**src/design/fir_acc_pkg.sv**
```systemverilog
package fir_acc_pkg;

  // datapath widths
  localparam int SAMPLE_W = 12;
  localparam int TAP_W    = 12;
  localparam int RESULT_W = 31;
  localparam int MAX_TAPS = 8;
  localparam int NTAPS_W  = 4;
  localparam int LEN_W    = 16;

  // result buffer
  localparam int FIFO_DEPTH = 16;
  localparam int FIFO_AW    = $clog2(FIFO_DEPTH);

  // apb side, word address comes from paddr[6:2]
  localparam int ADDR_W  = 12;
  localparam int WADDR_W = 5;

  localparam logic [WADDR_W-1:0] ADDR_SAMPLE = 5'd1;
  localparam logic [WADDR_W-1:0] ADDR_RESULT = 5'd2;
  localparam logic [WADDR_W-1:0] ADDR_COUNT  = 5'd4;
  localparam logic [WADDR_W-1:0] ADDR_STATUS = 5'd5;
  localparam logic [WADDR_W-1:0] ADDR_NTAPS  = 5'd6;
  // taps 0..7 sit at consecutive words 7..14
  localparam logic [WADDR_W-1:0] ADDR_TAP0   = 5'd7;
  localparam logic [WADDR_W-1:0] ADDR_LENGTH = 5'd16;

  localparam logic [31:0] UNMAPPED_READ = 32'hFFFF_FFFF;

  typedef enum logic [1:0] {
    IDLE  = 2'd0,
    RUN   = 2'd1,
    DRAIN = 2'd2
  } seq_state_t;

endpackage

```
**src/design/fir_cfg_if.sv**
```systemverilog
`timescale 1ns/1ps

interface fir_cfg_if;

  logic [fir_acc_pkg::MAX_TAPS-1:0][fir_acc_pkg::TAP_W-1:0] taps;
  logic [fir_acc_pkg::NTAPS_W-1:0]                          ntaps;
  logic [fir_acc_pkg::LEN_W-1:0]                            length;
  logic [fir_acc_pkg::SAMPLE_W-1:0]                         sample;
  // one cycle per written sample
  logic                                                     sample_wr;

  modport src (output taps, output ntaps, output length, output sample, output sample_wr);

  modport core (input taps, input ntaps, input length, input sample, input sample_wr);

endinterface

```
**src/design/fir_step_counter.sv**
```systemverilog
`timescale 1ns/1ps

module fir_step_counter (
  input  logic    i_clk,
  input  logic    i_reset,
  input  logic    i_ce,
  input  logic    i_flush,
  output logic    o_input_done,
  output logic    o_drain_done,
  fir_cfg_if.core cfg
);

  logic [fir_acc_pkg::LEN_W-1:0] count;
  logic [fir_acc_pkg::LEN_W-1:0] last_in;
  logic [fir_acc_pkg::LEN_W-1:0] last_drain;

  // last input step and last step of the whole convolution
  assign last_in    = cfg.length - 1'b1;
  assign last_drain = cfg.length + fir_acc_pkg::LEN_W'(cfg.ntaps) - fir_acc_pkg::LEN_W'(2);

  assign o_input_done = i_ce & ~i_flush & (count == last_in);
  // with one tap this lands on the last input step
  assign o_drain_done = i_ce & (count == last_drain);

  always_ff @(posedge i_clk or posedge i_reset)
  begin
    if (i_reset)
      count <= '0;
    else if (o_drain_done)
      count <= '0;
    else if (i_ce)
      count <= count + 1'b1;
  end

endmodule

```
**src/flat_wrapper.sv**
```systemverilog
// flat-port wrapper written by rule: the top's interface ports become plain ports
module fir_step_counter_flat 
  (i_clk, i_reset, i_ce, i_flush, o_input_done, o_drain_done, cfg_taps, cfg_ntaps, cfg_length, cfg_sample, cfg_sample_wr);
  fir_cfg_if cfg_i ();
  input  logic i_clk;
  input  logic i_reset;
  input  logic i_ce;
  input  logic i_flush;
  output logic o_input_done;
  output logic o_drain_done;
  input wire logic [$bits(cfg_i.taps)-1:0] cfg_taps;
  input wire logic [$bits(cfg_i.ntaps)-1:0] cfg_ntaps;
  input wire logic [$bits(cfg_i.length)-1:0] cfg_length;
  input wire logic [$bits(cfg_i.sample)-1:0] cfg_sample;
  input wire logic [$bits(cfg_i.sample_wr)-1:0] cfg_sample_wr;
  assign cfg_i.taps = cfg_taps;
  assign cfg_i.ntaps = cfg_ntaps;
  assign cfg_i.length = cfg_length;
  assign cfg_i.sample = cfg_sample;
  assign cfg_i.sample_wr = cfg_sample_wr;
  fir_step_counter u_core (.i_clk(i_clk), .i_reset(i_reset), .i_ce(i_ce), .i_flush(i_flush), .o_input_done(o_input_done), .o_drain_done(o_drain_done), .cfg(cfg_i));
endmodule
```
**config.mk**
```make
export PLATFORM = sky130hd
export DESIGN_NAME = fir_step_counter_flat
export DESIGN_NICKNAME = d
export VERILOG_FILES = /design/src/design/fir_acc_pkg.sv /design/src/design/fir_cfg_if.sv /design/src/design/fir_step_counter.sv /design/src/flat_wrapper.sv
export SDC_FILE = /design/constraint.sdc
export NUM_CORES = 1
export LEC_CHECK = 0
export ABC_AREA = 1
export BUFFER_PORTS_ARGS = -buffer_cell sky130_fd_sc_hd__buf_2
export CAP_MARGIN = 20
export CORE_MARGIN = 2
export CORE_UTILIZATION = 52
export DETAILED_ROUTE_END_ITERATION = 16
export MAX_ROUTING_LAYER = met4
export PLACE_DENSITY = 0.89
export SLEW_MARGIN = 20
export SYNTH_ARGS = -nofsm -noshare
export SYNTH_HDL_FRONTEND = slang
export SYNTH_SLANG_ARGS = --single-unit
```
**constraint.sdc**
```tcl
create_clock -name i_clk -period 5.4 [get_ports i_clk]
set_input_delay 0.27 -clock i_clk [delete_from_list [all_inputs] [get_ports i_clk]]
set_output_delay 0.27 -clock i_clk [all_outputs]
set_load 0.05 [all_outputs]
```
* Yosys cells after proc, flatten, opt, wreduce, memory -nomap -nowiden
Index checks and enable logic that the tools add are counted.
** Word-level totals
- Bits in registers :: 16
- Bits of input ports :: 133
** Cells by class
- Add/sub/neg operators :: 4
- Eq/ne operators :: 2
- Muxes and demuxes :: 2
- Bitwise operators :: 4
- Reduce and logical (&&, ||, !) cells :: 1
** Operator list (count)
- $eq 16x16->1 :: 2
- $mux 16 :: 2
- $add 16x1->16 const B :: 1
- $add 16x4->16 :: 1
- $sub 16x1->16 const B :: 1
- $sub 16x2->16 const B :: 1
- $and 1x1->1 :: 3
- $reduce_bool 2->1 :: 1
- $not 1->1 :: 1

* Logic depth before layout (Yosys ltp)
- Depth in word-level cells :: 5
- Mapped depth :: 23
- Depth with buffers taken out :: 22

* Worst setup path after synthesis
OpenSTA, ideal clock, no wires.
- Path type :: input to output
- From :: input port cfg_length[1]
- To :: output port o_drain_done
- Data arrival time :: 3044 ps
- Data required time :: 5130 ps
- Setup slack :: 2086 ps
- Cell stages on the path :: 18
- Cells stage by stage :: inv_1 -> ha_1 -> inv_1 -> ha_1 -> inv_1 -> fa_1 -> inv_1 -> nand2_1 -> nand2_1 -> nor2_1 -> nand2_1 -> nor2_1 -> nand2_1 -> nor2_2 -> inv_1 -> nor2_1 -> nand4_1 -> nor3_1
** Between the ends
- Word-level cells in the longest chain between the ends :: 4
** RTL lines
- start, declared :: line flat_wrapper.sv:13 : input wire logic [$bits(cfg_i.length)-1:0] cfg_length;
- $add 16x4->16 :: line fir_step_counter.sv:19 : assign last_drain = cfg.length + fir_acc_pkg::LEN_W'(cfg.ntaps) - fir_acc_pkg::LEN_W'(2);
- $sub 16x2->16 :: line fir_step_counter.sv:19
- $eq 16x16->1 :: line fir_step_counter.sv:23 : assign o_drain_done = i_ce & (count == last_drain);
- $and 1x1->1 :: line fir_step_counter.sv:23
- end, declared :: line flat_wrapper.sv:10 : output logic o_drain_done;
No other way between the ends.

* Final worst setup path
Same ends and word-level chain as after synthesis.

==> impl_results.md <==
* #FFs+latches synth at 16
* Initial drt markers at 175
* Synth warn at 0
* Initial antenna violation count at 0
* Layout cell share with drive strength beyond 1 at 8.55%
* EDFF count, synth at 0
* Reg-to-reg slack, setup at 3470 ps
* Die Area at 6040 um2
* FMAX at 0.327 GHz
* Area Overhead vs Synth at 7.71%
* Synth top area share at 18.1%
* Vias in the first global route at 2623
* Area after DPL at 2990 um2
* Period utilisation layout at 56.6%
* Bufs on Longest Clock Path at 2
* Post-Route WL at 6.18 mm
* Slew at the pin closest to its max-slew limit at 617 ps
* Initial Util at 54.6%
* Outcome: finished clean
* Setup TNS at 0 ps
* Part of the Yosys area used for sequential elements at 14.2%
* Clock slew at reported path FFs at 60 ps
* CP Depth at 20
* Met3 GRT Util at 1.51%
* CTS sink count at 16
* CTS tree: built
* Syn Std Cell Area at 2820 um2
* Worst setup path start: cfg_length[1]
* Multi-input gate area at 1970 um2
* Maxcap violations at 0
* Area leader, netlist: nand2_1
* M1 GR Usage at 27.0%
* PortBufs at 25
* Skew-Pair Late Insertion Delay at 240 ps
* Max-slew violation count at 0
* Setup crit start kind: input pin
* Final setup vio count at 0
* P_leak at 1.91 nW
* CTS Hold Bufs at 0
* WP buf/inv at 7
* Kind of critical path: input pin to primary output
* Worst path cell trace: buf_2 > inv_1 > ha_1 > inv_1 > ha_1 > inv_1 > fa_1 > inv_1 > nand2_1 > nand2_1 > nor2_1 > nand2_1 > nor2_1 > nand2_1 > nor2_2 > inv_1 > nor2_1 > nand4_1 > nor3_1 > buf_2
* I/O pin total at 135
* Via count at 2729
* Skew final at 3.52 ps
* Syn Inst Count at 471
* Critical path's top delay family: adder cells
* Largest net degree at the start of global routing at 17
* Top post-synthesis cells by area: nand2_1 (18%), dfrtp_1 (14%), ha_1 (14%)
* Gpl congestion at 0.858
* Core area at 5170 um2
* Crit-path most repeated cell: inv_1
* Post-synthesis net count at 637
* FF/Latch Area at 400 um2
* H-tree depth at 1
* Post-CTS sizing at 0
* RSZ-0062 raised after global routing: false
* Fillers at 487
* First-pass GRT wire length at 10.9 mm
* Crit path max fanout at 4
* Worst path slowest cell: fa_1
* Netlist cell types at 31
* Reg2reg start: u_core.count[0]$_DFFE_PP0P_
* Gr usage total at 22.2%
* Crit end category: primary output
* Critical path arrival at 2790 ps
* Top reg by flops: u_core.count
* Post-CTS Setup Inserts at 0
* Max reg flops at 16
* WL/cell at 11.0 um
* Antenna fix cells at 0
* DR pass1 iterations at 4
* Hold WC Path Type: input pin to async pin
* Synth async-reset ratio at 100%
* Pwr Density at 201 nW/um2
* Routing usage on met2 at 40.7%
* Max incr delay on CP at 520 ps
* Final Hold Viols at 0
* Final Critical Period at 3060 ps
* Busiest grt layer: met2
* CP Capture Point: o_drain_done
* # rows at 26
* Power, Total at 0.611 mW
* Reg2Reg Depth at 10
* Required time worst endpoint at 5130 ps
* NumNets Final at 658
* Post-DP HPWL at 5.24 mm
* Total gr overflow at 0
* Drt drc at 0
* FF-to-FF End: u_core.count[12]$_DFFE_PP0P_
* Post-route ant nets at 0
* Worst slew margin at 58.8%
* Finished Cell Area at 3040 um2
* Syn Area/Cell at 6.00 um2
* Biggest registers after layout: u_core.count: 16 flops
* TritonCTS Buffers at 3
* Die height at 77.7 um
* Most used DFF post-synth: dfrtp_1
* Drt via density at 4.86
* Die Width at 77.7 um
* VDD IR max at 0.000122 V
* CTS root buf: clkbuf_8
layer usage:
layer  vias to the layer above  share of wire (%)
met2                        46                 50
met5                         -                  0
met4                         0               0.31
met3                         2                4.1
met1                      1218                 46
li1                       1463                  -
final cells by class:
class	count	share of cell area (%)
sequential	16	13.2
clock buffer	4	1.81
tap	70	2.88
timing repair buffer	25	4.11
multi-input combinational	338	64.7
inverter	108	13.3
through the flow:
step	instances	utilization [%]	hold slack, ps	setup slack, ps
3_5_place_dp	557	57.7	370	2360
3_3_place_gp	557	57.7	363	2410
5_1_grt	561	58.8	148	2060
6_report	561	58.8	91.4	2340
2_1_floorplan	471	-	184	2090
4_1_cts	561	58.8	113	2340
layout by cell type (no fill, tap or decap), drive strengths merged, types with 5 or more instances in the layout:
master	count
xnor2	12
nand3b	5
buf	25
dfrtp	16
nand4	13
a21oi	11
nand3	31
nor2	42
nor3	6
ha	32
inv	108
nand2	138
o21ai	5
xor2	33
Yosys cell counts, types with 2 or more instances:
cell type and instances:
nand3_2 2, dfrtp_1 16, a21oi_1 10, o21ai_0 5
nand2_2 2, nor2_1 39, buf_2 3, inv_2 4
nand3_1 29, xor2_1 33, inv_1 104, clkbuf_1 2
nand2_1 136, nor3_1 6, nor2_2 3, xnor2_1 12
o21bai_1 4, ha_1 32, nand3b_1 5, nand4_1 13
power breakdown:
part           leakage [nW]  internal [mW]  switching [mW]  total [mW]
combinational          1.68          0.130           0.188       0.319
clock                0.0288         0.0645          0.0391       0.104
sequential            0.205          0.142          0.0459       0.188
total                  1.91          0.337           0.273       0.611
cell families (layout without fill, tap and decap cells):
family,after synthesis,in the layout,share of synthesized area [%]
AO/OA/AOI/OAI,23,23,4.87
XOR/XNOR,45,45,14.0
adder cells (fa/ha/maj),33,33,14.9
buffers and inverters,117,137,16.1
flip-flops,16,16,14.2
AND/OR/NAND/NOR,237,237,36.0
worst min-delay path by stage:
stage	to	startpoint	depth (start not counted)	slack, ps
after floorplan	u_core.count[0]$_DFFE_PP0P_	i_reset	1	180
after global placement	u_core.count[14]$_DFFE_PP0P_	i_reset	2	360
after detailed placement	u_core.count[14]$_DFFE_PP0P_	i_reset	2	370
after CTS	u_core.count[7]$_DFFE_PP0P_	i_reset	2	110
after global routing	u_core.count[15]$_DFFE_PP0P_	i_reset	2	150
final	u_core.count[15]$_DFFE_PP0P_	i_reset	2	90
worst register-to-register path, cell delays in order (launching register included):
cell and delay, ps:
dfrtp_1 460, ha_1 210, nand3_1 80, nor3_1 220, nand4_1 180, nor2_1 240, nand2_1 130, xor2_1 150
inv_1 50, nand2_1 60, inv_1 40
No activity file was read; power rests on OpenSTA's default activity.
