[src/design/fir_acc_pkg.sv]
package fir_acc_pkg;

  // datapath widths
  localparam int SAMPLE_W = 12;
  localparam int TAP_W    = 12;
  localparam int RESULT_W = 31;
  localparam int MAX_TAPS = 8;
  localparam int NTAPS_W  = 4;
  localparam int LEN_W    = 16;

  // result buffer
  localparam int FIFO_DEPTH = 16;
  localparam int FIFO_AW    = $clog2(FIFO_DEPTH);

  // apb side, word address comes from paddr[6:2]
  localparam int ADDR_W  = 12;
  localparam int WADDR_W = 5;

  localparam logic [WADDR_W-1:0] ADDR_SAMPLE = 5'd1;
  localparam logic [WADDR_W-1:0] ADDR_RESULT = 5'd2;
  localparam logic [WADDR_W-1:0] ADDR_COUNT  = 5'd4;
  localparam logic [WADDR_W-1:0] ADDR_STATUS = 5'd5;
  localparam logic [WADDR_W-1:0] ADDR_NTAPS  = 5'd6;
  // taps 0..7 sit at consecutive words 7..14
  localparam logic [WADDR_W-1:0] ADDR_TAP0   = 5'd7;
  localparam logic [WADDR_W-1:0] ADDR_LENGTH = 5'd16;

  localparam logic [31:0] UNMAPPED_READ = 32'hFFFF_FFFF;

  typedef enum logic [1:0] {
    IDLE  = 2'd0,
    RUN   = 2'd1,
    DRAIN = 2'd2
  } seq_state_t;

endpackage

[src/design/fir_cfg_if.sv]
`timescale 1ns/1ps

interface fir_cfg_if;

  logic [fir_acc_pkg::MAX_TAPS-1:0][fir_acc_pkg::TAP_W-1:0] taps;
  logic [fir_acc_pkg::NTAPS_W-1:0]                          ntaps;
  logic [fir_acc_pkg::LEN_W-1:0]                            length;
  logic [fir_acc_pkg::SAMPLE_W-1:0]                         sample;
  // one cycle per written sample
  logic                                                     sample_wr;

  modport src (output taps, output ntaps, output length, output sample, output sample_wr);

  modport core (input taps, input ntaps, input length, input sample, input sample_wr);

endinterface

[src/design/fir_tap_chain.sv]
`timescale 1ns/1ps

module fir_tap_chain (
  input  logic                             i_clk,
  input  logic                             i_reset,
  input  logic                             i_ce,
  input  logic                             i_flush,
  output logic [fir_acc_pkg::RESULT_W-1:0] o_result,
  output logic                             o_valid,
  fir_cfg_if.core                          cfg
);

  localparam int PROD_W = fir_acc_pkg::SAMPLE_W + fir_acc_pkg::TAP_W;

  logic signed [fir_acc_pkg::SAMPLE_W-1:0] x;
  logic signed [fir_acc_pkg::TAP_W-1:0]    tap_eff [fir_acc_pkg::MAX_TAPS];
  logic signed [PROD_W-1:0]                prod    [fir_acc_pkg::MAX_TAPS];
  logic signed [fir_acc_pkg::RESULT_W-1:0] acc     [fir_acc_pkg::MAX_TAPS];
  logic                                    flush_q;
  logic                                    clear;

  // zero sample while draining
  assign x = i_flush ? '0 : cfg.sample;

  always_comb
  begin
    for (int k = 0; k < fir_acc_pkg::MAX_TAPS; k++)
    begin
      tap_eff[k] = (k < cfg.ntaps) ? cfg.taps[k] : '0;
      prod[k]    = tap_eff[k] * x;
    end
  end

  // end of drain, partial sums are dropped before the next run
  assign clear = flush_q & ~i_flush;

  always_ff @(posedge i_clk or posedge i_reset)
  begin
    if (i_reset)
    begin
      for (int k = 0; k < fir_acc_pkg::MAX_TAPS; k++)
        acc[k] <= '0;
      flush_q <= 1'b0;
      o_valid <= 1'b0;
    end
    else
    begin
      flush_q <= i_flush;
      o_valid <= i_ce;
      if (i_ce)
      begin
        acc[fir_acc_pkg::MAX_TAPS-1] <= prod[fir_acc_pkg::MAX_TAPS-1];
        for (int k = 0; k < fir_acc_pkg::MAX_TAPS-1; k++)
          acc[k] <= acc[k+1] + prod[k];
      end
      // stage 0 keeps the last result
      if (clear)
      begin
        for (int k = 1; k < fir_acc_pkg::MAX_TAPS; k++)
          acc[k] <= '0;
      end
    end
  end

  assign o_result = acc[0];

endmodule

[src/flat_wrapper.sv]
// flat-port wrapper written by rule: the top's interface ports become plain ports
module fir_tap_chain_flat 
  (i_clk, i_reset, i_ce, i_flush, o_result, o_valid, cfg_taps, cfg_ntaps, cfg_length, cfg_sample, cfg_sample_wr);
  fir_cfg_if cfg_i ();
  input  logic i_clk;
  input  logic i_reset;
  input  logic i_ce;
  input  logic i_flush;
  output logic [fir_acc_pkg::RESULT_W-1:0] o_result;
  output logic o_valid;
  input wire logic [$bits(cfg_i.taps)-1:0] cfg_taps;
  input wire logic [$bits(cfg_i.ntaps)-1:0] cfg_ntaps;
  input wire logic [$bits(cfg_i.length)-1:0] cfg_length;
  input wire logic [$bits(cfg_i.sample)-1:0] cfg_sample;
  input wire logic [$bits(cfg_i.sample_wr)-1:0] cfg_sample_wr;
  assign cfg_i.taps = cfg_taps;
  assign cfg_i.ntaps = cfg_ntaps;
  assign cfg_i.length = cfg_length;
  assign cfg_i.sample = cfg_sample;
  assign cfg_i.sample_wr = cfg_sample_wr;
  fir_tap_chain u_core (.i_clk(i_clk), .i_reset(i_reset), .i_ce(i_ce), .i_flush(i_flush), .o_result(o_result), .o_valid(o_valid), .cfg(cfg_i));
endmodule
[config.mk]
export PLATFORM = sky130hd
export DESIGN_NAME = fir_tap_chain_flat
export DESIGN_NICKNAME = d
export VERILOG_FILES = /design/src/design/fir_acc_pkg.sv /design/src/design/fir_cfg_if.sv /design/src/design/fir_tap_chain.sv /design/src/flat_wrapper.sv
export SDC_FILE = /design/constraint.sdc
export NUM_CORES = 2
export LEC_CHECK = 0
export BUFFER_PORTS_ARGS = -buffer_cell sky130_fd_sc_hd__buf_2
export CORE_ASPECT_RATIO = 0.8
export CORE_MARGIN = 1
export CORE_UTILIZATION = 60
export DETAILED_ROUTE_END_ITERATION = 6
export PLACE_DENSITY_LB_ADDON = 0.15
export SLEW_MARGIN = 20
export SYNTH_ARGS = -nofsm -noshare
export SYNTH_HDL_FRONTEND = slang
export SYNTH_SLANG_ARGS = --single-unit
[constraint.sdc]
create_clock -name i_clk -period 15.8 [get_ports i_clk]
set_clock_uncertainty 0.1 [all_clocks]
set_input_delay 1.58 -clock i_clk [delete_from_list [all_inputs] [get_ports i_clk]]
set_output_delay 1.58 -clock i_clk [all_outputs]
set_load 0.1 [all_outputs]
# --- Yosys cells after proc, flatten, opt, wreduce, memory -nomap -nowiden ---
# Index checks and enable logic that the tools add are counted.
op_classes:
  add_sub_neg: 7
  multipliers: 8
  order_cmp: 8
  n_mux: 11
  bitwise: 2
  n_reduce_logical: 1
ops:
  columns: ["operator", "count"]
  rows:
  - ["$mux 217", 2]
  - ["$add 31x24->31", 7]
  - ["$mul 12x12->24", 8]
  - ["$mux 12", 9]
  - ["$lt 3x4->1 const A", 4]
  - ["$lt 1x4->1 const A", 2]
  - ["$lt 2x4->1 const A", 2]
  - ["$reduce_bool 2->1", 1]
  - ["$and 1x1->1", 1]
  - ["$not 1->1", 1]
word_totals:
  regBits: 250
  input_bits: 133
  word_cells: 47

# --- Logic depth before layout (Yosys ltp) ---
depth:
  ltp_word: 6
  mapped_depth: 31

# --- Worst setup path after synthesis ---
# OpenSTA, ideal clock, no wires.
synth_timing:
  path_type: "in2reg"
  from: "input cfg_ntaps[3]"
  to: "register u_core.acc[184] (netlist name)"
  setup_ns: 0.129
  arrival_time_ns: 8.570
  setup_slack_ns: 7.002
  stages: 29
  path_buffers: 4
  cell_sequence: "clkbuf_1 -> or2_2 -> clkbuf_1 -> a21o_1 -> clkbuf_1 -> clkbuf_1 -> nand2_1 -> nor2_1 -> fa_1 -> inv_1 -> fa_1 -> inv_1 -> fa_1 -> fa_1 -> fa_1 -> inv_1 -> fa_1 -> inv_1 -> ha_1 -> and3_1 -> and3_1 -> a311oi_1 -> o31ai_1 -> or3b_1 -> a41o_1 -> a211o_1 -> a221oi_2 -> xor2_1 -> o21ai_1"
synth_between:
  elab_chain_cells: 6
synth_rtl:
  columns: ["element", "line_no", "source"]
  rows:
  - ["start, declared", "flat_wrapper.sv:12", "input wire logic [$bits(cfg_i.ntaps)-1:0] cfg_ntaps;"]
  - ["$lt 2x4->1", "fir_tap_chain.sv:29", "tap_eff[k] = (k < cfg.ntaps) ? cfg.taps[k] : '0;"]
  - ["$mux 12", "fir_tap_chain.sv:29", null]
  - ["$mul 12x12->24", "fir_tap_chain.sv:30", "prod[k] = tap_eff[k] * x;"]
  - ["$add 31x24->31", "fir_tap_chain.sv:54", "acc[k] <= acc[k+1] + prod[k];"]
  - ["$mux 217", "fir_tap_chain.sv:50", "if (i_ce)"]
  - ["$mux 217", "fir_tap_chain.sv:57", "if (clear)"]
  - ["end signal, assigned by index", "fir_tap_chain.sv:52", "acc[fir_acc_pkg::MAX_TAPS-1] <= prod[fir_acc_pkg::MAX_TAPS-1];"]
  - ["end signal, assigned by index", "fir_tap_chain.sv:54", null]
  - ["end, declared", "fir_tap_chain.sv:18", "logic signed [fir_acc_pkg::RESULT_W-1:0] acc [fir_acc_pkg::MAX_TAPS];"]
# No other way between the ends. The select of a mux whose other input is x is not followed.
# A chain may end at the register's enable or synchronous reset.

# --- Final worst setup path ---
# Same ends and word-level chain as after synthesis.

==> results.py <==
metrics = {
    "run_status": {
        "outcome": "finished clean",
    },
    "logic_synthesis": {
        "syn_nets": 9151,
        "synth-simple-area-share": 0.117,
        "synthCells": 6948,
        "synth_compound_area_frac": 0.0683,
        "synthFlopType": "dfrtp_1",
        "synth-seq-area-share": 0.0945,
        "synth-xor-area-share": 0.0305,
        "synth_top_family_by_area": "adder cells",
        "synth-seq-cells": 243,
        "synth_fa_ha_area_frac": 0.573,
        "yosysWarnings": 0,
        "syn_area_um2": 64300,
        "muxShareOfSynthArea": 0.00537,
        "avgSynthCellArea_um2": 9.26,
        "synth_edf_count": 0,
        "synthArstFlopShare": 1.00,
        "synth_cell_types": 72,
    },
    "placed_design": {
        "portBuffers": 147,
        "dp_slack_ps": 5520,
        "dp_hpwl_mm": 126,
        "dp_cells": 8240,
        "gp_congestion": 0.902,
    },
    "setup_path": {
        "r2r_cells": 20,
        "cp-start-kind": "primary input",
        "crit_required_ps": 16170,
        "path_max_fanout": 29,
        "r2r_slack_ps": 9380,
        "regToRegEndpoint": "u_core.acc[184]",
        "cp.arrival_ps": 10150,
        "r2r-start": "u_core.acc[135]",
        "end_kind": "register",
        "worstSetupPathType": "primary input to register",
    },
    "clocking": {
        "cts_root_buf": "clkbuf_16",
        "cts_setup_buffers": 0,
        "clock_latency_ps": 630,
        "clk_pin_slew_ps": 60,
        "cts.path.max_buffers": 3,
        "clock-sinks": 243,
        "ctsHoldBuffers": 0,
        "cts_resized": 0,
        "htreeDepth": 2,
        "numCtsBuffers": 37,
        "cts_tree": "yes",
    },
    "final_layout": {
        "multi_input_area_um2": 51200,
        "seq_area_um2": 6080,
        "layout-drive-gt1-share": 0.0475,
        "fin_cells": 8307,
        "final_nets": 9065,
        "area_delta_synth_final_pct": 4.57,
        "fill_cells": 9023,
    },
    "pwr": {
        "p_leak_nw": 35.3,
        "p_per_area_nw_per_um2": 204,
        "vdd_drop_max_mv": 0.286,
    },
    "route": {
        "route.detailed.drc": 0,
        "vias": 45600,
        "routed_wl_mm": 155,
        "first_pass_iters": 5,
        "post_drt_wl_per_cell_um": 18.7,
        "viasPerCell": 5.50,
        "drtIter0Drc": 2793,
        "antenna_left": 0,
    },
    "global_route": {
        "grt_pass1_wl_mm": 259,
        "overflow": 0,
        "antenna_found_initial": 8,
        "grt_pass1_vias": 48300,
        "grt_use_total": 0.304,
        "grt_max_degree": 209,
    },
    "die": {
        "die_w_um": 368,
        "die-area_um2": 109000,
        "core_area_um2": 106000,
        "ios": 165,
        "die_h_um": 295,
        "row_count": 107,
        "start_util": 0.605,
    },
    "timing": {
        "finalMaxSlewViolations": 0,
        "tightest_slew_ps": 1140,
        "hold_ws_ps": 378,
        "timing.final.ws_setup_ps": 6020,
        "setup_viol_count_final": 0,
        "fmax_mhz": 102,
        "max_slew_margin": 0.242,
        "hold_viol_final": 0,
        "totalNegativeSetupSlack_ps": 0,
        "fin_crit_ps": 9780,
        "rsz0062_at_grt": "no",
        "post-route-period-util": 0.619,
    },
    "hold_path": {
        "min_delay_path_depth": 2,
        "hold-path-endpoint": "u_core.acc[195]",
        "hp-start": "u_core.acc[195]",
        "hp-class": "register to register",
    },
    "flow_run": {
        "drv_cap": 0,
    },
}
-- layout make-up --
| class | instances | share of cell area |
|---|---|---|
| sequential | 243 | 0.0904 |
| clock inverter | 15 | 0.00260 |
| clock buffer | 51 | 0.0161 |
| timing repair buffer | 189 | 0.0158 |
| antenna | 1 | 0.0000372 |
| multi-input combinational | 4825 | 0.761 |
| inverter | 1566 | 0.0875 |
| tap | 1417 | 0.0264 |
-- registers in the layout, indices dropped and copies added (netlist names) --
name	count
u_core.o_valid	1
u_core.o_result	31
u_core.flush_q	1
u_core.acc	210
-- synthesized netlist by cell type, types with 34 or more instances --
| library cell | count | area [µm²] |
|---|---|---|
| a21o_1 | 88 | 661 |
| a21oi_1 | 143 | 716 |
| a22o_1 | 50 | 438 |
| and2_1 | 90 | 563 |
| clkbuf_1 | 259 | 972 |
| dfrtp_1 | 243 | 6080 |
| fa_1 | 1457 | 29200 |
| ha_1 | 613 | 7670 |
| inv_1 | 1565 | 5870 |
| nand2_1 | 893 | 3350 |
| nand2b_1 | 41 | 257 |
| nand3_1 | 50 | 250 |
| nor2_1 | 612 | 2300 |
| nor2b_1 | 34 | 213 |
| o21ai_0 | 234 | 1170 |
| xnor2_1 | 144 | 1260 |
| xor2_1 | 80 | 701 |
-- how the worst max path moves through the flow --
stage                 start              end  slack, ps  cells past startpoint
3_3_place_gp   cfg_ntaps[3]  u_core.acc[123]       5550                     24
5_1_grt        cfg_ntaps[3]  u_core.acc[184]       5510                     24
6_report       cfg_ntaps[3]  u_core.acc[184]       6020                     24
3_5_place_dp   cfg_ntaps[3]  u_core.acc[184]       5520                     24
2_1_floorplan  cfg_ntaps[3]  u_core.acc[184]       7000                     29
4_1_cts        cfg_ntaps[3]  u_core.acc[184]       6150                     24
-- logic make-up (layout without fill, tap and decap cells) --
| logic type | Yosys count | after routing |
|---|---|---|
| flip-flops | 243 | 243 |
| AO/OA/AOI/OAI | 688 | 688 |
| multiplexers | 31 | 31 |
| adder cells (fa/ha/maj) | 2070 | 2070 |
| other | 0 | 1 |
| buffers and inverters | 1880 | 1821 |
| XOR/XNOR | 224 | 224 |
| AND/OR/NAND/NOR | 1812 | 1812 |
-- through the flow --
step	total power, mW	utilization	cell area [µm²]
floorplan	10.2	-	64300
global placement	12.5	0.621	66000
detailed placement	12.7	0.621	66000
CTS	13.8	0.633	67300
global route	15.5	0.633	67300
finish	13.7	0.633	67300
-- per-layer routing --
metal,share of wire,GRT usage,wire length [µm],up-vias
li1,-,-,-,20600
met1,0.45,0.456,70300,23200
met5,0.000084,0,13,-
met3,0.083,0.0566,12800,225
met2,0.44,0.458,68100,1593
met4,0.025,0.0750,3890,2
-- placed cells by master (no fill, tap or decap), types with 23 or more instances in the layout --
master     Yosys  routed
a21o_1        88      88
a21oi_1      143     143
a22o_1        50      50
and2_1        90      89
buf_2          0     147
buf_4         31      41
clkbuf_16      0      39
dfrtp_1      243     243
fa_1        1457    1455
ha_1         613     613
inv_1       1565    1563
mux2_2        28      28
nand2_1      893     892
nand2b_1      41      33
nand3_1       50      50
nor2_1       612     611
nor3_1        23      23
o21ai_0      234     234
xnor2_1      144     144
xor2_1        80      80
-- power breakdown --
part	switching, mW	leakage [nW]	internal (mW)
clock network	0.361	0.607	0.528
logic	6.75	31.6	4.99
registers	0.164	3.10	0.921
total	7.28	35.3	6.44
-- worst max-delay path: stages --
cell and delay, ps:
buf_2 470, or2_2 560, a21o_1 150, buf_4 300, and2_1 370, nand2_1 190
fa_1 1310, fa_1 560, inv_1 100, fa_1 450, fa_1 560, fa_1 410
ha_1 310, ha_1 230, nor2_1 140, o211ai_1 100, a311oi_1 470, o31ai_1 240
or3b_1 430, a41o_1 300, a211o_1 320, a221oi_2 280, xor2_1 200, o21ai_1 80
(Power assumes the default switching activity.)
