--- config.mk ---
export PLATFORM = sky130hd
export DESIGN_NAME = result_fifo
export DESIGN_NICKNAME = d
export VERILOG_FILES = /design/src/design/fir_acc_pkg.sv /design/src/design/result_fifo.sv
export SDC_FILE = /design/constraint.sdc
export NUM_CORES = 1
export LEC_CHECK = 0
export BUFFER_PORTS_ARGS = -buffer_cell sky130_fd_sc_hd__buf_2
export CAP_MARGIN = 20
export CELL_PAD_IN_SITES_DETAIL_PLACEMENT = 1
export CELL_PAD_IN_SITES_GLOBAL_PLACEMENT = 1
export CORE_ASPECT_RATIO = 1.25
export CORE_MARGIN = 3
export CORE_UTILIZATION = 45
export DETAILED_ROUTE_END_ITERATION = 7
export PLACE_DENSITY = 0.78
export SYNTH_ARGS = -nofsm -noshare
export SYNTH_HDL_FRONTEND = slang
export SYNTH_SLANG_ARGS = --single-unit
--- constraint.sdc ---
create_clock -name i_clk -period 8.23 [get_ports i_clk]
set_input_delay 1.646 -clock i_clk [delete_from_list [all_inputs] [get_ports i_clk]]
set_output_delay 1.646 -clock i_clk [all_outputs]
set_load 0.02 [all_outputs]
--- src/design/fir_acc_pkg.sv ---
package fir_acc_pkg;

  // datapath widths
  localparam int SAMPLE_W = 12;
  localparam int TAP_W    = 12;
  localparam int RESULT_W = 31;
  localparam int MAX_TAPS = 8;
  localparam int NTAPS_W  = 4;
  localparam int LEN_W    = 16;

  // result buffer
  localparam int FIFO_DEPTH = 16;
  localparam int FIFO_AW    = $clog2(FIFO_DEPTH);

  // apb side, word address comes from paddr[6:2]
  localparam int ADDR_W  = 12;
  localparam int WADDR_W = 5;

  localparam logic [WADDR_W-1:0] ADDR_SAMPLE = 5'd1;
  localparam logic [WADDR_W-1:0] ADDR_RESULT = 5'd2;
  localparam logic [WADDR_W-1:0] ADDR_COUNT  = 5'd4;
  localparam logic [WADDR_W-1:0] ADDR_STATUS = 5'd5;
  localparam logic [WADDR_W-1:0] ADDR_NTAPS  = 5'd6;
  // taps 0..7 sit at consecutive words 7..14
  localparam logic [WADDR_W-1:0] ADDR_TAP0   = 5'd7;
  localparam logic [WADDR_W-1:0] ADDR_LENGTH = 5'd16;

  localparam logic [31:0] UNMAPPED_READ = 32'hFFFF_FFFF;

  typedef enum logic [1:0] {
    IDLE  = 2'd0,
    RUN   = 2'd1,
    DRAIN = 2'd2
  } seq_state_t;

endpackage

--- src/design/result_fifo.sv ---
`timescale 1ns/1ps

module result_fifo (
  input  logic                             i_clk,
  input  logic                             i_reset,
  input  logic                             i_push,
  input  logic [fir_acc_pkg::RESULT_W-1:0] i_data,
  input  logic                             i_pop,
  output logic [fir_acc_pkg::RESULT_W-1:0] o_data,
  output logic                             o_empty,
  output logic                             o_full
);

  logic [fir_acc_pkg::RESULT_W-1:0] mem [fir_acc_pkg::FIFO_DEPTH];

  // extra msb tells a full buffer from an empty one
  logic [fir_acc_pkg::FIFO_AW:0] wr_ptr;
  logic [fir_acc_pkg::FIFO_AW:0] rd_ptr;
  logic                          do_push;
  logic                          do_pop;

  assign o_empty = (wr_ptr == rd_ptr);
  assign o_full  = (wr_ptr[fir_acc_pkg::FIFO_AW] != rd_ptr[fir_acc_pkg::FIFO_AW]) &&
                   (wr_ptr[fir_acc_pkg::FIFO_AW-1:0] == rd_ptr[fir_acc_pkg::FIFO_AW-1:0]);

  // overflow drops the new entry
  assign do_push = i_push & ~o_full;
  assign do_pop  = i_pop & ~o_empty;

  assign o_data = mem[rd_ptr[fir_acc_pkg::FIFO_AW-1:0]];

  always_ff @(posedge i_clk or posedge i_reset)
  begin
    if (i_reset)
    begin
      wr_ptr <= '0;
      rd_ptr <= '0;
    end
    else
    begin
      if (do_push)
        wr_ptr <= wr_ptr + 1'b1;
      if (do_pop)
        rd_ptr <= rd_ptr + 1'b1;
    end
  end

  always_ff @(posedge i_clk)
  begin
    if (do_push)
      mem[wr_ptr[fir_acc_pkg::FIFO_AW-1:0]] <= i_data;
  end

endmodule

== Word-level counts from Yosys, hierarchy flattened ==
Memory sizes are Yosys's and may differ from the RTL's.
Index checks and enable logic that the tools add are counted.
Word-level totals
  register bits: 10
  memory bits (writable): 496
  output and inout port bits: 33
  logic and storage cells: 15
  memories kept: 1
Memory list
  mem: depth 16, width 31, rd ports 1, clocked after memory_dff 0, write ports 1, line result_fifo.sv:14  | logic [fir_acc_pkg::RESULT_W-1:0] mem [fir_acc_pkg::FIFO_DEPTH];
Operators by class
  add/subtract/negate cells: 2
  equal/unequal tests: 3
  multiplexer cells: 2
  bitwise operators: 4
  reductions and logical operators: 1
Operator list (count)
  5-bit by 1-bit adder with 5-bit output, second input constant: 2
  5-bit equality test: 1
  4-bit equality test: 1
  1-bit bitwise AND: 2
  1-bit 2-to-1 mux: 2
  1-bit inverter: 2
  1-bit logical AND: 1
  1-bit != test: 1

== Logic depth before layout (Yosys ltp) ==
Gate-level depths: netlist (run 1).
  word-level depth: 6
  gate-level depth with buffers: 7
  gate-level depth less buffers: 5

== Worst setup path after synthesis (run 1) ==
OpenSTA, ideal clock, no wires.
  kind: input to register
  from: input port i_push
  to: memory mem[0][0] (netlist name), enable pin
  library setup time: 497 ps
  data arrival time: 4708 ps
  slack: 3025 ps
  stages: 2
  buffers on the path: 0
  path through: nand2_1 > nor4_1
Between the ends
  longest elaborated chain between the ends: 3
RTL lines
  start, declared: line result_fifo.sv:6  | input logic i_push,
  1-bit bitwise AND: line result_fifo.sv:27  | assign do_push = i_push & ~o_full;
  1-bit 2-to-1 mux: line result_fifo.sv:50  | if (do_push)
  1-bit 2-to-1 mux (not written as such): line result_fifo.sv:51  | mem[wr_ptr[fir_acc_pkg::FIFO_AW-1:0]] <= i_data;
  end, declared: line result_fifo.sv:14
Every way passes these cells.

== Worst setup path after layout (run 1) ==
  from: register rd_ptr[2] (netlist name)
  to: output port o_full
Between the ends
  longest elaborated chain between the ends: 2
RTL lines
  start, declared: line result_fifo.sv:18  | logic [fir_acc_pkg::FIFO_AW:0] rd_ptr;
  start signal, assigned: line result_fifo.sv:44  | rd_ptr <= rd_ptr + 1'b1;
  4-bit equality test: line result_fifo.sv:24  | (wr_ptr[fir_acc_pkg::FIFO_AW-1:0] == rd_ptr[fir_acc_pkg::FIFO_AW-1:0]);
  1-bit logical AND: line result_fifo.sv:23  | assign o_full = (wr_ptr[fir_acc_pkg::FIFO_AW] != rd_ptr[fir_acc_pkg::FIFO_AW]) &&
  end, declared: line result_fifo.sv:11  | output logic o_full
Every way passes these cells.

==> results of run 1 <==
-- routing by layer --
| layer | wire length [um] | vias up | global-route usage |
|---|---|---|---|
| met3 | 2390 | 57 | 0.0333 |
| met1 | 16500 | 4798 | 0.254 |
| met5 | 21 | - | 0 |
| met4 | 792 | 4 | 0.0465 |
| met2 | 23300 | 303 | 0.342 |
| li1 | - | 3756 | - |
-- power by group through the flow --
stage                     clock network (mW)  logic (mW)  registers, mW
after detailed placement                   0        2.28           3.37
final                                   2.22        2.24           3.31
after global routing                    2.38        2.40           3.34
after CTS                               2.26        2.29           3.32
after floorplan                            0        1.72           3.23
after global placement                     0        2.24           3.34
-- sequential cells by signal (all words and copies together), names as in the netlist --
| name | count |
|---|---|
| mem | 496 |
| rd_ptr | 5 |
| wr_ptr | 5 |
-- cell type report --
| type | count | area, um^2 |
|---|---|---|
| tap | 559 | 699 |
| antenna | 2 | 5.00 |
| inverter | 4 | 15.0 |
| timing repair buffer | 93 | 531 |
| clock buffer | 58 | 1250 |
| fill | 3658 | 20300 |
| sequential | 506 | 15200 |
| multi-input combinational | 282 | 3840 |
| clock inverter | 30 | 340 |
-- worst min-delay path by stage --
stage / start / slack [ps] / to / depth (start not counted)
2_1_floorplan: wr_ptr[4] / 540 / wr_ptr[4] / 2
3_3_place_gp: wr_ptr[4] / 570 / wr_ptr[4] / 2
3_5_place_dp: wr_ptr[4] / 590 / wr_ptr[4] / 2
4_1_cts: wr_ptr[4] / 600 / wr_ptr[4] / 2
5_1_grt: wr_ptr[4] / 630 / wr_ptr[4] / 2
6_report: wr_ptr[4] / 600 / wr_ptr[4] / 2
-- cells in the mapped netlist (all sizes together) --
| master | instances | share of area |
|---|---|---|
| buf | 36 | 0.014 |
| dfrtp | 10 | 0.013 |
| mux4 | 124 | 0.15 |
| and3 | 2 | 0.00065 |
| mux2 | 3 | 0.0018 |
| nand2b | 4 | 0.0013 |
| clkbuf | 12 | 0.0023 |
| o22ai | 62 | 0.020 |
| or2 | 1 | 0.00033 |
| o21ai | 3 | 0.00098 |
| nand2 | 8 | 0.0016 |
| nor3 | 10 | 0.0026 |
| nor4 | 3 | 0.00098 |
| o311ai | 1 | 0.00046 |
| xor2 | 1 | 0.00046 |
| o211ai | 4 | 0.0018 |
| inv | 4 | 0.00078 |
| ha | 5 | 0.0033 |
| edfxtp | 496 | 0.77 |
| nor2 | 37 | 0.0074 |
| nand4 | 3 | 0.00098 |
| xnor2 | 11 | 0.0050 |
-- cell usage in the layout, fill, tap and decap left out, types with 4 or more instances in the layout --
cell type	count
dfrtp_1	7
clkinv_2	11
clkbuf_1	9
nor3_2	10
bufinv_16	7
ha_1	5
nor2_1	33
buf_4	26
inv_1	4
mux4_2	124
xnor2_1	11
nand2_1	8
o22ai_1	62
edfxtp_1	496
buf_2	67
clkbuf_16	48
clkinv_1	7
-- worst max-delay path: cells and delay by family (launching register included) --
kind,cells,cell delay [ps]
XOR/XNOR,1,200
buffers and inverters,2,1050
flip-flops,1,630
AND/OR/NAND/NOR,2,1280
-- logic make-up (layout without fill, tap and decap cells) --
family                   count (synthesis)  count (layout)  share of synthesized area
AO/OA/AOI/OAI                           70              70                     0.0234
XOR/XNOR                                12              12                    0.00547
adder cells (fa/ha/maj)                  5               5                    0.00325
flip-flops                             506             506                      0.788
buffers and inverters                   52             185                     0.0171
multiplexers                           127             127                      0.147
AND/OR/NAND/NOR                         68              68                     0.0158
other                                    0               2                          0
-- metrics by stage --
step	instances	setup slack, ps	area (um^2)	power (mW)	hold slack [ps]
finish	1534	2830	21800	7.77	599
global route	1533	2680	21800	8.12	634
CTS	1532	2800	21800	7.87	604
detailed placement	1444	3420	20200	5.65	586
global placement	1444	3550	20200	5.58	572
floorplan	840	3030	19200	4.95	543
==> out/qor.yml, run 1 <==
logic_synthesis:
  synth_cells: 840
  postSynthNetCount: 880
  syn_area_per_cell_um2: 22.9
  ys_seq_elements: 506
  synth_area_um2: 19200
  yosysSeqAreaShare: 0.788
  yosys_warnings: 0
  ys_types: 29
placed_design:
  dp_hpwl_um: 24300
  port_buffers: 67
  place.gp.congestion: 0.708
drt:
  drt_iter0_drc: 918
  finalWirelength_um: 43000
  via_per_inst: 5.81
  drtAntennaViolNets: 0
  drc_errors: 0
  dr.pass1.iters: 5
  wl_per_cell_um: 28.0
  num_vias: 8918
clock_network:
  cts_buffers: 47
  path_clk_slew_ps: 60
  post_cts_buffers: 0
  holdBufCountCts: 0
  insertion_delay_ps: 570
  cts_max_level: 2
  cts_resized: 0
  cts_tree: "done"
  clockBufferDepth: 3
  clock_sinks: 506
  clockRootBuffer: "clkbuf_16"
worst_setup_path:
  cp_cell_sequence: "buf_4, xnor2_1, nand4_1, nor2_2, buf_2"
  end_kind: "output port"
  critical_path_class: "reg2out"
  cp.arrival_ps: 3760
  cp-start-kind: "flip-flop"
  slowest_delay_ps: 810
  required_ps: 6580
  crit_start: "rd_ptr[2]"
  reg2reg_from: "rd_ptr[2]"
  crit_slowest_cell: "nor2_2"
  path_max_fanout: 50
  regToRegEndpoint: "mem[15][18]"
  r2r_setup_slack_ps: 4440
  endpoint: "o_full"
  r2r_cells: 6
worst_hold_path:
  hold_class: "reg2reg"
grt:
  grt_pass1_vias: 9809
  grt_max_degree: 58
  overflow: 0
  antenna_found_initial: 4
  grt_pass1_wl_um: 64500
  grt.total_usage: 0.194
finish:
  final_util: 0.518
  area_growth_pct: 13.6
  nets: 974
  final_layout_size_suffix_gt1_frac: 0.323
floorplanning:
  die_height_um: 237
  num_io_pins: 68
  start_util: 0.456
  num_rows: 84
  core_area_um2: 42100
  die_area_um2: 45200
  die_w_um: 191
timing:
  fin_tns_setup_ps: 0
  finalCriticalPeriod_ps: 5400
  maxSlewViolCount: 0
  hold_viol: 0
  tightest_slew_ps: 1130
  clock.fmax_mhz: 185
  maxSlewHeadroom: 0.247
  rsz0062_at_grt: "false"
  fin_crit_sh: 0.657
  setup_viol_count_final: 0
  fin_skew_ps: 23.0
power_and_ir_drop:
  ir_drop_uv: 191
  p_int_mw: 5.35
  combinationalPowerShare: 0.288
  p_switching_mw: 2.42
  sw_frac_of_total: 0.312
  p_leak_nw: 6.88
  power_frac_clock: 0.285
  power_density_nw_per_um2: 356
  pwr-share-seq: 0.426
flow_run:
  maxCapViolations: 0
outcome:
  status: "complete, no violations"
(Power assumes the default switching activity.)
==> inputs of run 2 (changes only) <==
ABC_AREA = 1   (was default)
PLACE_DENSITY = 0.86   (was 0.78)
clock period = 4.9 ns   (was 8.23 ns; I/O delays follow)
==> run 2 against run 1 <==
Compared with the run above: global-route usage rose by 6.0 points; sequential power rose by 64%; non-clock buffer count rose by 10; cell count rose by 62%; first-iteration DRC count rose by 60%; via count rose by 61%; routed wire length rose by 45%; critical endpoint is now o_data[4]; sequential share of layout area fell by 4.3 points; critical path type unchanged; clock power rose by 74%.
==> out/qor.yml, run 2 <==
drt:
  drt_iter0_drc: 1472  # +60%
  wl_per_cell_um: 25.2  # -10%
  dr.pass1.iters: 5  # unchanged
  drc_errors: 0  # unchanged
  via_per_inst: 5.80  # -0.31%
  finalWirelength_um: 62500  # +45%
  num_vias: 14400  # +61%
  drtAntennaViolNets: 0  # unchanged
clock_network:
  clock_sinks: 506  # unchanged
  cts_max_level: 2  # unchanged
  clockBufferDepth: 3  # unchanged
  cts_buffers: 50  # +6.4%
  post_cts_buffers: 0  # unchanged
  path_clk_slew_ps: 60  # about the same
  holdBufCountCts: 0  # unchanged
  cts_tree: "done"
  cts_resized: 0  # unchanged
  clockRootBuffer: "clkbuf_16"
  insertion_delay_ps: 590  # +20 ps
logic_synthesis:
  ys_types: 22  # -24%
  synth_top_area_cell: "edfxtp_1"
  netlist_top_cells_count: "edfxtp_1, nand2_1, nor2_1"
  syn_area_per_cell_um2: 11.4  # -50%
  synth_flop_cell: "edfxtp_1"
  synth_cells: 1808  # +120%
  yosysSeqAreaShare: 0.733  # -0.0553
  async_reset_ff_frac: 0.0198  # unchanged
  postSynthNetCount: 1848  # +110%
  ys_seq_elements: 506  # unchanged
  synth_area_um2: 20700  # +7.6%
  synth_area_leaders: "edfxtp_1, nand2_1, nor2_1, o21ai_0, nand3_1"
  synth_edf_count: 496  # unchanged
  synth_top_cell_area_share: 0.720  # -0.0544
  yosysMostFrequentCell: "edfxtp_1"
  yosys_warnings: 0  # unchanged
timing:
  tightest_slew_ps: 1130  # +3.64 ps
  maxSlewHeadroom: 0.243  # -0.00422
  hold_viol: 0  # unchanged
  fin_skew_ps: 15.1  # -7.89 ps
  fin_tns_setup_ps: 0  # unchanged
  setup_viol_count_final: 0  # unchanged
  finalCriticalPeriod_ps: 4260
  fin_crit_sh: 0.869
  clock.fmax_mhz: 235
  maxSlewViolCount: 0  # unchanged
  rsz0062_at_grt: "false"
finish:
  final_cell_mix: "edfxtp_1, nand2_1, nor2_1, o21ai_0, nand3_1"
  fillers: 4731  # +29%
  final_cell_area_um2: 23300  # +6.6%
  largest_register_ffs: 496  # unchanged
  area_growth_pct: 12.6
  final_util: 0.514  # -0.00424
  final_common_cell: "edfxtp_1"
  nets: 1903  # +95%
  final_layout_size_suffix_gt1_frac: 0.105  # -0.218
placed_design:
  place_area_um2: 21700  # +7.0%
  dp_hpwl_um: 32500  # +34%
  place.gp.congestion: 0.771  # +9.0%
  port_buffers: 67  # unchanged
worst_setup_path:
  slowest_delay_ps: 670  # -140 ps
  crit_slowest_cell: "dfrtp_4"
  cp_cell_sequence: "inv_6, buf_4, nand2_1, nand2_1, nand2_1, o21ai_0, nand2_1, nand2_1, inv_1, nand2_1, buf_2"
  critical_path_class: "reg2out"
  cp_common_cell: "nand2_1"
  end_kind: "output port"
  cp-start-kind: "flip-flop"
  path_max_fanout: 64  # +28%
  cp_top_family: "buffers and inverters"
  cp.arrival_ps: 3280  # -480 ps
  required_ps: 3920  # -2660 ps
  path_buf_inv: 4  # +2
grt:
  overflow: 0  # unchanged
  busiest_layer: "met2"
  grt_max_degree: 160  # +180%
  antenna_found_initial: 5  # +1
  met1_usage: 0.310  # +0.0565
  grt_pass1_wl_um: 93600  # +45%
  grt.total_usage: 0.254  # +0.0602
  use_met2: 0.446  # +0.104
  use_met3: 0.0399  # +0.00656
  grt_pass1_vias: 15600  # +59%
floorplanning:
  num_io_pins: 68  # unchanged
  start_util: 0.457  # about the same
  die_height_um: 246  # +3.6%
  die_area_um2: 48600  # +7.3%
  num_rows: 87  # +3.6%
  core_area_um2: 45300  # +7.4%
  die_w_um: 198  # +3.6%
power_and_ir_drop:
  p_switching_mw: 5.71  # +140%
  sw_frac_of_total: 0.397  # +0.0847
  p_leak_nw: 8.49  # +23%
  combinationalPowerShare: 0.353  # +0.065
  p_int_mw: 8.68  # +62%
  pwr-share-seq: 0.378  # -0.048
  power_frac_clock: 0.268  # -0.017
  ir_drop_uv: 520  # +170%
  power_density_nw_per_um2: 618  # +74%
outcome:
  status: "complete, no violations"
worst_hold_path:
  hold_class: "in2async"
flow_run:
  maxCapViolations: 0  # unchanged
==> run 2: cells by family after synthesis <==
family / Yosys count / synth area share
AND/OR/NAND/NOR: 927 / 0.176
AO/OA/AOI/OAI: 217 / 0.0525
flip-flops: 506 / 0.733
XOR/XNOR: 6 / 0.00254
buffers and inverters: 147 / 0.0329
adder cells (fa/ha/maj): 5 / 0.00303
==> run 2: per-layer routing <==
metal	part of all wire	vias to the layer above
li1	-	6282
met1	0.37	7234
met2	0.52	682
met3	0.071	194
met4	0.044	4
met5	0.00034	-
==> run 2: worst paths after layout <==
kind,startpoint,to,slack [ps],cells after the start
setup / recovery,rd_ptr[0],o_data[4],640,11
hold / removal,i_reset,rd_ptr[4],390,2
setup reg to reg,rd_ptr[1],mem[0][15],1300,8
hold reg to reg,wr_ptr[4],wr_ptr[4],530,2
max in group asynchronous,i_reset,rd_ptr[1],4170,2
min in group i_clk,wr_ptr[4],wr_ptr[4],530,2
==> run 2: area by class of cell <==
type	instances	area (um^2)	share of cell area
sequential	506	15200	0.651
timing repair buffer	103	643	0.0276
inverter	47	183	0.00785
tap	578	723	0.0311
antenna	3	7.51	0.000323
clock buffer	65	1310	0.0562
multi-input combinational	1155	4970	0.213
clock inverter	27	288	0.0124
==> run 2: stage by stage <==
stage | worst slack [ps] | std cells | power, mW | hold WS, ps
final | 640 | 2484 | 14.4 | 388
after global routing | 486 | 2483 | 15.1 | 402
after floorplan | 1910 | 1808 | 8.69 | 483
after detailed placement | 1310 | 2389 | 10.4 | 514
after global placement | 1370 | 2389 | 10.1 | 503
after CTS | 640 | 2481 | 14.4 | 376
==> run 2: power groups by stage <==
stage	sequential (mW)	clock [mW]	combinational, mW
finish	5.44	3.86	5.08
global route	5.47	4.06	5.54
CTS	5.43	3.88	5.07
detailed placement	5.51	0	4.89
global placement	5.47	0	4.61
floorplan	5.37	0	3.32
